### src/common/mac_config.svh
// systolic MAC array configuration
// array edge, operand and word widths, memory depth

`ifndef MAC_CONFIG_SVH
`define MAC_CONFIG_SVH

// array edge, also the largest M, N or T
`define MAC_DIM        4

`define MAC_OPERAND_W  8
`define MAC_PSUM_W     16
`define MAC_WORD_W     64

// rows per I, W memory
`define MAC_MEM_DEPTH  8

`endif

### src/common/mac_data_pkg.sv
// data types of the MAC array datapath
// operands, partial sums, memory words and addresses

`include "mac_config.svh"

package mac_data_pkg;

    typedef logic [`MAC_OPERAND_W-1:0] operand_t;
    typedef logic [`MAC_PSUM_W-1:0]    psum_t;
    typedef logic [`MAC_WORD_W-1:0]    mem_word_t;

    // I and W rows
    typedef logic [$clog2(`MAC_MEM_DEPTH)-1:0]   in_addr_t;
    // O rows, one bit wider
    typedef logic [$clog2(2*`MAC_MEM_DEPTH)-1:0] out_addr_t;

endpackage

### src/common/mac_ctrl_pkg.sv
// control types of the MAC array
// sequencer states and the M, N, T field type

package mac_ctrl_pkg;

    typedef logic [3:0] dim_t;

    typedef enum logic [2:0] {
        IDLE,
        LOAD_W,
        STREAM,
        FLUSH,
        WRITE_O
    } mac_state_t;

endpackage

### src/common/array_if.sv
// array interface
// links the sequencer, the PE grid and the result buffer

`timescale 1ns/100ps
`include "mac_config.svh"

interface array_if;
    import mac_data_pkg::*;

    logic                w_clear;
    logic                w_load;
    in_addr_t            w_row;
    logic                act_valid;
    logic [`MAC_DIM-1:0] sum_valid;
    psum_t [`MAC_DIM-1:0] sums;
    logic                rows_ready;

    modport ctrl (output w_clear, w_load, w_row, act_valid, input rows_ready);
    modport grid (input w_clear, w_load, w_row, act_valid, output sum_valid, sums);
    modport rbuf (input w_clear, sum_valid, sums, output rows_ready);

endinterface

### src/hw/mac_ctrl/step_counter.sv
// phase step counter
// counts from zero after a clear and holds on limit-1

`timescale 1ns/100ps

module step_counter (
    input  logic                   CLK,
    input  logic                   RSTN,
    input  logic                   step_clear,
    input  mac_ctrl_pkg::dim_t     step_limit,
    output mac_data_pkg::in_addr_t step,
    output logic                   step_last
);
    import mac_ctrl_pkg::*;

    assign step_last = (dim_t'(step) == step_limit - 1'b1);

    always_ff @(posedge CLK or negedge RSTN) begin
        if (!RSTN) begin
            step <= '0;
        end else if (step_clear) begin
            step <= '0;
        end else if (!step_last) begin
            step <= step + 1'b1;
        end
    end

endmodule

### src/hw/mac_ctrl/mac_fsm.sv
// MAC array sequencer
// checks and latches M, N, T on START, then walks the weight load,
// input stream, flush and write-back phases off the shared step count

`timescale 1ns/100ps
`include "mac_config.svh"

module mac_fsm (
    input  logic                    CLK,
    input  logic                    RSTN,
    input  logic [11:0]             MNT,
    input  logic                    START,
    array_if.ctrl                   ctrl,
    input  mac_data_pkg::in_addr_t  step,
    input  logic                    step_last,
    output logic                    step_clear,
    output mac_ctrl_pkg::dim_t      step_limit,
    output logic                    EN_I,
    output mac_data_pkg::in_addr_t  ADDR_I,
    output logic                    EN_W,
    output mac_data_pkg::in_addr_t  ADDR_W,
    output logic                    EN_O,
    output logic                    RW_O,
    output mac_data_pkg::out_addr_t ADDR_O,
    output mac_ctrl_pkg::dim_t      m_count
);
    import mac_data_pkg::*;
    import mac_ctrl_pkg::*;

    mac_state_t state_q;
    dim_t       mnt_m;
    dim_t       mnt_n;
    dim_t       mnt_t;
    dim_t       m_q;
    dim_t       n_q;
    dim_t       t_q;
    logic       start_ok;

    assign mnt_m = MNT[11:8];
    assign mnt_n = MNT[7:4];
    assign mnt_t = MNT[3:0];

    // every field in 1..MAC_DIM, accepted in IDLE only
    assign start_ok = START && (state_q == IDLE)
                      && (mnt_m != '0) && (mnt_m <= `MAC_DIM)
                      && (mnt_n != '0) && (mnt_n <= `MAC_DIM)
                      && (mnt_t != '0) && (mnt_t <= `MAC_DIM);

    assign ctrl.w_clear = start_ok;

    assign step_clear = (state_q == IDLE) || (state_q == FLUSH)
                        || ((state_q == LOAD_W) && step_last);
    assign step_limit = (state_q == LOAD_W) ? n_q : t_q;
    assign m_count    = m_q;

    assign EN_W   = (state_q == LOAD_W);
    assign ADDR_W = step;
    assign EN_I   = (state_q == STREAM);
    assign ADDR_I = step;
    assign EN_O   = (state_q == WRITE_O);
    assign RW_O   = (state_q == WRITE_O);
    assign ADDR_O = out_addr_t'(step);

    always_ff @(posedge CLK or negedge RSTN) begin
        if (!RSTN) begin
            state_q        <= IDLE;
            m_q            <= '0;
            n_q            <= '0;
            t_q            <= '0;
            ctrl.w_load    <= 1'b0;
            ctrl.act_valid <= 1'b0;
        end else begin
            // memory data lands one cycle after the enable
            ctrl.w_load    <= EN_W;
            ctrl.act_valid <= EN_I;
            case (state_q)
                IDLE: begin
                    if (start_ok) begin
                        m_q     <= mnt_m;
                        n_q     <= mnt_n;
                        t_q     <= mnt_t;
                        state_q <= LOAD_W;
                    end
                end
                LOAD_W:  if (step_last) state_q <= STREAM;
                STREAM:  if (step_last) state_q <= FLUSH;
                FLUSH:   if (ctrl.rows_ready) state_q <= WRITE_O;
                WRITE_O: if (step_last) state_q <= IDLE;
                default: state_q <= IDLE;
            endcase
        end
    end

    always_ff @(posedge CLK) begin
        ctrl.w_row <= step;
    end

endmodule

### src/hw/mac_array/pe_cell.sv
// processing element
// keeps one weight, passes the activation east and the
// accumulated partial sum south

`timescale 1ns/100ps

module pe_cell (
    input  logic                   CLK,
    input  logic                   RSTN,
    input  logic                   w_clear,
    input  logic                   w_load,
    input  mac_data_pkg::operand_t w_in,
    input  mac_data_pkg::operand_t act_in,
    input  mac_data_pkg::psum_t    psum_in,
    output mac_data_pkg::operand_t act_out,
    output mac_data_pkg::psum_t    psum_out
);
    import mac_data_pkg::*;

    operand_t weight_q;
    psum_t    product;

    // widened to the partial-sum width before the multiply
    assign product = act_in * weight_q;

    always_ff @(posedge CLK or negedge RSTN) begin
        if (!RSTN) begin
            weight_q <= '0;
        end else if (w_clear) begin
            weight_q <= '0;
        end else if (w_load) begin
            weight_q <= w_in;
        end
    end

    always_ff @(posedge CLK) begin
        act_out  <= act_in;
        psum_out <= psum_in + product;
    end

endmodule

### src/hw/mac_array/pe_grid.sv
// 4x4 weight-stationary PE grid
// weight rows load by index, input bytes enter skewed by row,
// column sums leave at the bottom with their valid tags

`timescale 1ns/100ps
`include "mac_config.svh"

module pe_grid (
    input  logic                    CLK,
    input  logic                    RSTN,
    array_if.grid                   grid,
    input  mac_data_pkg::mem_word_t rdata_w,
    input  mac_data_pkg::mem_word_t rdata_i
);
    import mac_data_pkg::*;

    localparam int TAG_D = 2 * `MAC_DIM - 1;

    operand_t            act_h  [`MAC_DIM][`MAC_DIM+1];
    psum_t               psum_v [`MAC_DIM+1][`MAC_DIM];
    logic [`MAC_DIM-1:0] row_load;
    logic [TAG_D-1:0]    tag_q;

    ////////////////////////////////////////
    // valid tag pipeline
    ////////////////////////////////////////
    always_ff @(posedge CLK or negedge RSTN) begin
        if (!RSTN) begin
            tag_q <= '0;
        end else begin
            tag_q <= {tag_q[TAG_D-2:0], grid.act_valid};
        end
    end

    ////////////////////////////////////////
    // input skew and PE array
    ////////////////////////////////////////
    for (genvar r = 0; r < `MAC_DIM; r++) begin : g_row
        operand_t act_byte;

        assign row_load[r] = grid.w_load && (grid.w_row == r);
        // byte r of the input row, quiet outside valid cycles
        assign act_byte = grid.act_valid
                          ? rdata_i[`MAC_WORD_W-1-r*`MAC_OPERAND_W -: `MAC_OPERAND_W]
                          : '0;

        if (r == 0) begin : g_pass
            assign act_h[r][0] = act_byte;
        end else begin : g_skew
            operand_t skew_q [r];

            always_ff @(posedge CLK) begin
                skew_q[0] <= act_byte;
                for (int k = 1; k < r; k++) begin
                    skew_q[k] <= skew_q[k-1];
                end
            end
            assign act_h[r][0] = skew_q[r-1];
        end

        for (genvar c = 0; c < `MAC_DIM; c++) begin : g_col
            pe_cell u_pe (
                .CLK      (CLK),
                .RSTN     (RSTN),
                .w_clear  (grid.w_clear),
                .w_load   (row_load[r]),
                .w_in     (rdata_w[`MAC_WORD_W-1-c*`MAC_OPERAND_W -: `MAC_OPERAND_W]),
                .act_in   (act_h[r][c]),
                .psum_in  (psum_v[r][c]),
                .act_out  (act_h[r][c+1]),
                .psum_out (psum_v[r+1][c])
            );
        end
    end

    // column c finishes MAC_DIM + c cycles after its input row
    for (genvar c = 0; c < `MAC_DIM; c++) begin : g_edge
        assign psum_v[0][c]       = '0;
        assign grid.sums[c]       = psum_v[`MAC_DIM][c];
        assign grid.sum_valid[c]  = tag_q[`MAC_DIM-1+c];
    end

endmodule

### src/hw/result_buffer.sv
// result buffer
// lines up the column sums, keeps the finished rows in order and
// builds the O word for the row being written

`timescale 1ns/100ps
`include "mac_config.svh"

module result_buffer (
    input  logic                    CLK,
    input  logic                    RSTN,
    array_if.rbuf                   rbuf,
    input  mac_ctrl_pkg::dim_t      m_count,
    input  mac_ctrl_pkg::dim_t      t_count,
    input  mac_data_pkg::out_addr_t rd_row,
    output mac_data_pkg::mem_word_t wdata
);
    import mac_data_pkg::*;
    import mac_ctrl_pkg::*;

    localparam int ROW_W = $clog2(`MAC_DIM);

    psum_t               col_sum [`MAC_DIM];
    logic [`MAC_DIM-1:0] col_vld;
    psum_t               rows_q  [`MAC_DIM][`MAC_DIM];
    dim_t                row_count;

    // column c waits MAC_DIM-1-c cycles
    for (genvar c = 0; c < `MAC_DIM; c++) begin : g_deskew
        localparam int DEPTH = `MAC_DIM - 1 - c;

        if (DEPTH == 0) begin : g_pass
            assign col_sum[c] = rbuf.sums[c];
            assign col_vld[c] = rbuf.sum_valid[c];
        end else begin : g_delay
            psum_t            sum_q [DEPTH];
            logic [DEPTH-1:0] vld_q;

            always_ff @(posedge CLK or negedge RSTN) begin
                if (!RSTN) begin
                    vld_q <= '0;
                end else begin
                    vld_q[0] <= rbuf.sum_valid[c];
                    for (int k = 1; k < DEPTH; k++) begin
                        vld_q[k] <= vld_q[k-1];
                    end
                end
            end

            always_ff @(posedge CLK) begin
                sum_q[0] <= rbuf.sums[c];
                for (int k = 1; k < DEPTH; k++) begin
                    sum_q[k] <= sum_q[k-1];
                end
            end

            assign col_sum[c] = sum_q[DEPTH-1];
            assign col_vld[c] = vld_q[DEPTH-1];
        end
    end

    ////////////////////////////////////////
    // row store
    ////////////////////////////////////////
    always_ff @(posedge CLK or negedge RSTN) begin
        if (!RSTN) begin
            row_count <= '0;
        end else if (rbuf.w_clear) begin
            row_count <= '0;
        end else if (&col_vld) begin
            row_count <= row_count + 1'b1;
        end
    end

    always_ff @(posedge CLK) begin
        if (&col_vld && (row_count < `MAC_DIM)) begin
            rows_q[row_count[ROW_W-1:0]] <= col_sum;
        end
    end

    assign rbuf.rows_ready = (row_count == t_count);

    // fields past M go out as zero
    always_comb begin
        wdata = '0;
        for (int m = 0; m < `MAC_DIM; m++) begin
            if (m < m_count) begin
                wdata[`MAC_WORD_W-1-m*`MAC_PSUM_W -: `MAC_PSUM_W] =
                    rows_q[rd_row[ROW_W-1:0]][m];
            end
        end
    end

endmodule

### src/hw/macarray.sv
// systolic MAC array top
// one O = I x W product per START, with I, W and O held in
// external synchronous memories

`timescale 1ns/100ps

module macarray (
    input  logic                    CLK,
    input  logic                    RSTN,
    input  logic [11:0]             MNT,
    input  logic                    START,

    output logic                    EN_I,
    output mac_data_pkg::in_addr_t  ADDR_I,
    input  mac_data_pkg::mem_word_t RDATA_I,
    output logic                    EN_W,
    output mac_data_pkg::in_addr_t  ADDR_W,
    input  mac_data_pkg::mem_word_t RDATA_W,

    output logic                    EN_O,
    output logic                    RW_O,
    output mac_data_pkg::out_addr_t ADDR_O,
    output mac_data_pkg::mem_word_t WDATA_O,
    input  mac_data_pkg::mem_word_t RDATA_O
);
    import mac_data_pkg::*;
    import mac_ctrl_pkg::*;

    in_addr_t step;
    logic     step_last;
    logic     step_clear;
    dim_t     step_limit;
    dim_t     m_count;

    array_if u_array_if ();

    mac_fsm u_mac_fsm (
        .CLK        (CLK),
        .RSTN       (RSTN),
        .MNT        (MNT),
        .START      (START),
        .ctrl       (u_array_if.ctrl),
        .step       (step),
        .step_last  (step_last),
        .step_clear (step_clear),
        .step_limit (step_limit),
        .EN_I       (EN_I),
        .ADDR_I     (ADDR_I),
        .EN_W       (EN_W),
        .ADDR_W     (ADDR_W),
        .EN_O       (EN_O),
        .RW_O       (RW_O),
        .ADDR_O     (ADDR_O),
        .m_count    (m_count)
    );

    step_counter u_step_counter (
        .CLK        (CLK),
        .RSTN       (RSTN),
        .step_clear (step_clear),
        .step_limit (step_limit),
        .step       (step),
        .step_last  (step_last)
    );

    pe_grid u_pe_grid (
        .CLK     (CLK),
        .RSTN    (RSTN),
        .grid    (u_array_if.grid),
        .rdata_w (RDATA_W),
        .rdata_i (RDATA_I)
    );

    // step limit is T outside the weight load
    result_buffer u_result_buffer (
        .CLK     (CLK),
        .RSTN    (RSTN),
        .rbuf    (u_array_if.rbuf),
        .m_count (m_count),
        .t_count (step_limit),
        .rd_row  (ADDR_O),
        .wdata   (WDATA_O)
    );

endmodule

### config.mk
export PLATFORM = sky130hd
export DESIGN_NAME = macarray
export DESIGN_NICKNAME = d
export VERILOG_FILES = /design/src/common/mac_data_pkg.sv /design/src/common/mac_ctrl_pkg.sv /design/src/common/array_if.sv /design/src/hw/mac_ctrl/step_counter.sv /design/src/hw/mac_ctrl/mac_fsm.sv /design/src/hw/mac_array/pe_cell.sv /design/src/hw/mac_array/pe_grid.sv /design/src/hw/result_buffer.sv /design/src/hw/macarray.sv
export VERILOG_INCLUDE_DIRS = /design/src /design/src/common
export SDC_FILE = /design/constraint.sdc
export NUM_CORES = 2
export LEC_CHECK = 0
export ABC_AREA = 0
export BUFFER_PORTS_ARGS = -buffer_cell sky130_fd_sc_hd__buf_2
export CAP_MARGIN = 0
export CORE_MARGIN = 2
export CORE_UTILIZATION = 63
export CTS_CLUSTER_SIZE = 24
export DETAILED_ROUTE_END_ITERATION = 10
export PLACE_DENSITY = 0.79
export SLEW_MARGIN = 15
export SYNTH_ARGS = -nofsm -noshare
export SYNTH_HDL_FRONTEND = slang
export SYNTH_SLANG_ARGS = --single-unit
export TNS_END_PERCENT = 20
### constraint.sdc
create_clock -name CLK -period 6.3 [get_ports CLK]
set_clock_uncertainty 0.15 [all_clocks]
set_input_delay 0.945 -clock CLK [delete_from_list [all_inputs] [get_ports CLK]]
set_output_delay 0.945 -clock CLK [all_outputs]
set_load 0.01 [all_outputs]
# [Word level (Yosys, flattened, before mapping)]
# Memories as Yosys holds them, arrays and structs flattened.
# Cells that the tools add are included.
[classes] mux=53 bitwise=0 n_eq_ne=15 div_mod_pow=0 n_mul=16 n_addsub=15 shifts=0 reduce_logical=28 order_cmp=8
[op_table] operator="8-bit 2-to-1 mux" count=36
[op_table] operator="8-bit by 8-bit multiplier with 16-bit output" count=16
[op_table] operator="16-bit adder" count=12
[op_table] operator="16-bit 2-to-1 mux" count=4
[op_table] operator="3-bit 2-to-1 mux" count=7
[op_table] operator="3-bit case mux with 5 select lines" count=1
[op_table] operator="1-bit logical AND" count=13
[op_table] operator="3-bit by 2-bit == test with 1-bit output (second input constant)" count=4
[op_table] operator="4-bit by 3-bit <= comparator with 1-bit output (second input constant)" count=3
[op_table] operator="4-bit 2-to-1 mux" count=3
[op_table] operator="4-bit nonzero test" count=3
[op_table] operator="2-bit nonzero test" count=5
[op_table] operator="1-bit by 4-bit less-than comparator with 1-bit output (first input constant)" count=2
[op_table] operator="2-bit by 4-bit less-than comparator with 1-bit output (first input constant)" count=2
[op_table] operator="3-bit by 1-bit == test with 1-bit output (second input constant)" count=2
[op_table] operator="3-bit logical NOT" count=2
[op_table] operator="2-bit by 1-bit inequality test with 1-bit output (second input constant)" count=3
[op_table] operator="2-bit inequality test (second input constant)" count=3
[op_table] operator="5-bit AND reduction" count=1
[op_table] operator="4-bit by 1-bit adder with 4-bit output (second input constant)" count=1
[op_table] operator="3-bit by 4-bit == test with 1-bit output" count=1
[op_table] operator="4-bit == test" count=1
[op_table] operator="4-bit by 3-bit less-than comparator with 1-bit output (second input constant)" count=1
[op_table] operator="4-bit AND reduction" count=1
[op_table] operator="6 further kinds" count=8
[totals] n_memories=7 ff_bits=520 latchBits=0 mem_bits_rw=400 out_inout_bits=78 romBits=0 input_bits=207 wordCells=199
[memory_table] memory="u_result_buffer.rows_q" words=4 word_bits=64 rd=1 rd_clocked_by_memory_dff=0 write_ports=1 line_no="result_buffer.sv:24" text="psum_t rows_q [`MAC_DIM][`MAC_DIM];"
[memory_table] memory="u_result_buffer.g_deskew[0].g_delay.sum_q" words=3 word_bits=16 rd=3 rd_clocked_by_memory_dff=0 write_ports=3 line_no="result_buffer.sv:35" text="psum_t sum_q [DEPTH];"
[memory_table] memory="u_result_buffer.g_deskew[1].g_delay.sum_q" words=2 word_bits=16 rd=2 rd_clocked_by_memory_dff=0 write_ports=2 line_no="result_buffer.sv:35"
[memory_table] memory="u_pe_grid.g_row[3].g_skew.skew_q" words=3 word_bits=8 rd=3 rd_clocked_by_memory_dff=0 write_ports=3 line_no="pe_grid.sv:50" text="operand_t skew_q [r];"
[memory_table] memory="u_pe_grid.g_row[2].g_skew.skew_q" words=2 word_bits=8 rd=2 rd_clocked_by_memory_dff=0 write_ports=2 line_no="pe_grid.sv:50"
[memory_table] memory="u_result_buffer.g_deskew[2].g_delay.sum_q" words=1 word_bits=16 rd=1 rd_clocked_by_memory_dff=0 write_ports=1 line_no="result_buffer.sv:35"
[memory_table] memory="+1 memories"

# [Longest topological paths before layout]
[logic_depth] ltp_word=10 mapped_depth=18 depth_no_buf=17

# [Hierarchy]
# Synthesis repeated with hierarchy kept, for this count alone.
[hier_totals] cells_unflattened=6680 area_unflattened_um2=69728.1
[by_module_without_submodules] module="pe_cell at u_pe_grid.g_row[1].g_col[2].u_pe ..." n_inst=6 area_per_inst_um2=3439.5 seq_area_each_um2=680.7 cells_per_inst=371
[by_module_without_submodules] module="pe_cell at u_pe_grid.g_row[0].g_col[0].u_pe ..." n_inst=4 area_per_inst_um2=3428.3 seq_area_each_um2=680.7 cells_per_inst=369
[by_module_without_submodules] module="result_buffer" n_inst=1 area_per_inst_um2=12077.8 seq_area_each_um2=9859.5 cells_per_inst=541
[by_module_without_submodules] module="pe_cell at u_pe_grid.g_row[3].g_col[1].u_pe ..." n_inst=2 area_per_inst_um2=3458.3 seq_area_each_um2=680.7 cells_per_inst=373
[by_module_without_submodules] module="pe_cell at u_pe_grid.g_row[3].g_col[0].u_pe" n_inst=1 area_per_inst_um2=3435.8 seq_area_each_um2=680.7 cells_per_inst=372
[by_module_without_submodules] module="pe_cell at u_pe_grid.g_row[3].g_col[3].u_pe" n_inst=1 area_per_inst_um2=3430.8 seq_area_each_um2=680.7 cells_per_inst=374
[by_module_without_submodules] module="pe_cell at u_pe_grid.g_row[1].g_col[1].u_pe" n_inst=1 area_per_inst_um2=3429.5 seq_area_each_um2=680.7 cells_per_inst=369
[by_module_without_submodules] module="pe_cell at u_pe_grid.g_row[0].g_col[1].u_pe" n_inst=1 area_per_inst_um2=3365.7 seq_area_each_um2=680.7 cells_per_inst=366
[by_module_without_submodules] module="pe_grid" n_inst=1 area_per_inst_um2=1468.9 seq_area_each_um2=1136.1 cells_per_inst=99
[by_module_without_submodules] module="mac_fsm" n_inst=1 area_per_inst_um2=965.9 seq_area_each_um2=485.5 cells_per_inst=79
[by_module_without_submodules] module="step_counter" n_inst=1 area_per_inst_um2=286.5 seq_area_each_um2=75.1 cells_per_inst=32

# [Least setup slack after synthesis]
# Ideal clock, no wire load.
[synth_timing] kind="input-to-reg" startpoint="input port RDATA_I[62]" endpoint="register u_pe_grid.g_row[0].g_col[0].u_pe.psum_out[15]" cell_stages=14 required_time_ns=6.029 n_path_buf=0 setup_time_ns=0.121 arrival_time_ns=4.463 setup_slack_ns=1.566 path_cell_list="and3_1 -> fa_1 -> fa_1 -> fa_1 -> inv_1 -> fa_1 -> inv_1 -> ha_1 -> or2_2 -> a21oi_1 -> a21oi_1 -> a211oi_1 -> a21oi_1 -> xnor2_1"
[synth_via] elab_chain_len=2
[synth_rtl] element="start, declared" line_no="macarray.sv:15" text="input mac_data_pkg::mem_word_t RDATA_I,"
[synth_rtl] element="8-bit 2-to-1 mux" line_no="pe_grid.sv:43" text="assign act_byte = grid.act_valid"
[synth_rtl] element="8-bit by 8-bit multiplier with 16-bit output" line_no="pe_cell.sv:24" text="assign product = act_in * weight_q;"
[synth_rtl] element="net u_pe_grid.g_row[0].g_col[0].u_pe.product[15]" line_no="pe_cell.sv:21" text="psum_t product;"
[synth_rtl] element="end signal, assigned" line_no="pe_cell.sv:38" text="psum_out <= psum_in + product;"
[synth_rtl] element="end, declared" line_no="pe_cell.sv:16" text="output mac_data_pkg::psum_t psum_out"
# The timed path passes the listed nets, and every way through them passes these cells.
# A chain may end at the register's enable or synchronous reset.

==> results.json <==
{
  "status": "finished, final reports clean",
  "final_cell_mix": "inv_1 (1382), fa_1 (744), nand2_1 (698)",
  "cts_max_level": 3,
  "fin_area_um2": 70100,
  "start_util": 0.635,
  "ys_seq_area_frac": 0.335,
  "dieArea_um2": 105000,
  "area.growth.synth_to_final_pct": 8.36,
  "io_buffers": 155,
  "critPathLaunch": "u_mac_fsm.ctrl.act_valid",
  "syn_avg_cell_area_um2": 10.3,
  "clk_pin_slew_worst_paths_ns": 0.06,
  "postCtsSetupBuffers": 0,
  "fin_crit_sh": 0.808,
  "ys.flop_type": "dfxtp_1",
  "synth_seq_cells": 914,
  "drive_gt1_frac": 0.0667,
  "fmax_ghz": 0.196,
  "fin_setup_tns_ns": 0,
  "relSlewSlack": 0.343,
  "rows": 117,
  "cts_tree": "yes",
  "postPlaceCellArea_um2": 66900,
  "gp_congestion": 0.868,
  "drtPass1Iterations": 8,
  "drv_slew": 0,
  "cts_buffer_depth": 3,
  "avgViaCountPerCell": 5.17,
  "final.min_clock_period_ns": 5.09,
  "leakage_nw": 34.7,
  "cp-end-kind": "flip-flop",
  "path_class": "reg2reg",
  "nets": 7943,
  "rrSetupSlack_ns": 1.21,
  "clockRootBuffer": "clkbuf_16",
  "synth_cell_types": 59,
  "ios": 285,
  "grt_pass1_wl_mm": 210,
  "insertion_delay_ns": 0.67,
  "syn_inst": 6268,
  "worstReg2RegStart": "u_mac_fsm.ctrl.act_valid",
  "crit_end": "u_pe_grid.g_row[0].g_col[0].u_pe.psum_out[15]",
  "synth-warning-count": 0,
  "dp_hpwl_mm": 94.7,
  "cts.sink_count": 914,
  "vias": 40800,
  "die_y_um": 324,
  "ir_worst_vdd_mv": 0.283,
  "cp.required_ns": 6.70,
  "grt_pass1_vias": 42900,
  "grtUsageTotal": 0.242,
  "hp-class": "in2async",
  "grt_max_degree": 94,
  "ctsResizeCount": 0,
  "synth_edf_count": 256,
  "layout.cells.non_filler": 7876,
  "crit_arrival_ns": 5.50,
  "die_w_um": 324,
  "final_common_cell": "inv_1",
  "rsz0062_at_grt": "no",
  "setup_viol": 0,
  "syn_area_um2": 64600,
  "wl_per_cell_um": 15.6,
  "start_kind": "flip-flop",
  "hold_viol": 0,
  "critPathMaxFanout": 53,
  "synthesis.nets": 7789,
  "power.density_nw_per_um2": 329,
  "reg2reg_to": "u_pe_grid.g_row[0].g_col[0].u_pe.psum_out[15]",
  "cts_hold_buffers": 0,
  "cts_buffers": 93,
  "core_area_um2": 102000,
  "reg2regPathDepth": 16,
  "async_flop_share": 0.174,
  "postRouteAntennaNets": 0,
  "drcViolationCount": 0,
  "cap_violations": 0,
  "grt-ovfl-total": 0,
  "antenna_found_initial": 5,
  "drt_iter0_markers": 2181,
  "drt-total-wl_mm": 123,
  "worstMarginPinSlew_ns": 0.985,
  "dp_cells": 7695
}
## through the flow
step	setup slack [ns]	hold WS, ns	utilization	power (W)
after floorplan	1.57	0.160	-	0.0151
after global routing	0.905	0.175	0.689	0.0249
after detailed placement	1.10	0.162	0.657	0.0174
final	1.21	0.128	0.689	0.0230
after global placement	1.11	0.160	0.657	0.0170
after CTS	1.22	0.165	0.688	0.0232
## cell type report
| type | instances | area [um^2] |
|---|---|---|
| fillers | 7467 | 31700 |
| diodes | 5 | 12.5 |
| repair buffers | 176 | 952 |
| multi-input cells | 3855 | 37300 |
| flip-flops and latches | 914 | 21700 |
| well taps | 1368 | 1710 |
| clock inverters | 47 | 538 |
| clock buffers | 129 | 2650 |
| inverters | 1382 | 5190 |
## worst max-delay path: stages (launching register included)
cell      delay [ns]
dfrtp_2         0.81
and2_1          0.30
nand2_1         0.10
fa_1            0.53
fa_1            0.55
inv_1           0.05
fa_1            0.47
inv_1           0.05
fa_1            0.47
inv_1           0.04
ha_1            0.32
o21a_1          0.13
o31ai_1         0.12
a21oi_1         0.19
a211oi_1        0.39
a21oi_1         0.14
xnor2_1         0.14
## routing by layer
layer	track usage	wire (um)	up-vias
met4	0.0721	2860	0
met3	0.0346	5710	186
li1	-	-	19700
met5	0	0	-
met1	0.320	54500	20100
met2	0.417	60100	811
## Yosys cell counts (23+ instances only)
master,instances,area share
and3_1,72,0.0070
inv_1,1382,0.080
fa_1,744,0.23
mux4_2,64,0.022
dfrtp_1,159,0.062
nor3_1,38,0.0029
nand3_1,33,0.0026
dfxtp_1,499,0.15
nor2b_1,95,0.0092
edfxtp_1,256,0.12
and2_1,616,0.060
nand2b_1,26,0.0025
or3_1,27,0.0026
nand2_1,698,0.041
a211oi_1,45,0.0052
a21oi_1,217,0.017
clkbuf_1,91,0.0053
o31ai_1,23,0.0027
o21a_1,43,0.0050
xnor2_1,170,0.023
o21ai_0,68,0.0053
xor2_1,26,0.0035
ha_1,570,0.11
nor2_1,148,0.0086
## power breakdown
group          switching, W  leakage [nW]  internal (W)  total, W
combinational       0.00443          24.9       0.00362   0.00805
clock               0.00238          1.56       0.00328   0.00566
sequential          0.00181          8.23       0.00753   0.00933
## sequential cells by signal, summed over array words and instances (netlist names), 5 cells and up
name and count:
u_pe_grid.g_row.g_col.u_pe.act_out 96, u_pe_grid.g_row.g_col.u_pe.psum_out 256, u_pe_grid.g_row.g_col.u_pe.weight_q 128, u_pe_grid.g_row.g_skew.skew_q 48, u_pe_grid.tag_q 5, u_result_buffer.g_deskew.g_delay.sum_q 96
u_result_buffer.rows_q 256
## how the worst min path moves through the flow
stage	to	slack (ns)	depth (start not counted)
6_report	u_pe_grid.g_row[3].g_col[3].u_pe.weight_q[0]	0.13	1
5_1_grt	u_result_buffer.g_deskew[2].g_delay.sum_q[0][15]	0.18	0
3_5_place_dp	u_pe_grid.g_row[3].g_skew.skew_q[0][12]	0.16	0
3_3_place_gp	u_result_buffer.g_deskew[0].g_delay.sum_q[0][45]	0.16	0
4_1_cts	u_pe_grid.g_row[3].g_col[3].u_pe.weight_q[0]	0.16	1
2_1_floorplan	u_pe_grid.g_row[2].g_skew.skew_q[0][10]	0.16	0
## cell families after synthesis
family / share of synthesized area
compound gates: 0.0456
buf+inv: 0.0879
flops: 0.335
xor+xnor: 0.0266
simple gates: 0.139
other cells: 0.0000580
mux: 0.0250
fa+ha+maj: 0.341
No activity file was read; power rests on OpenSTA's default activity.
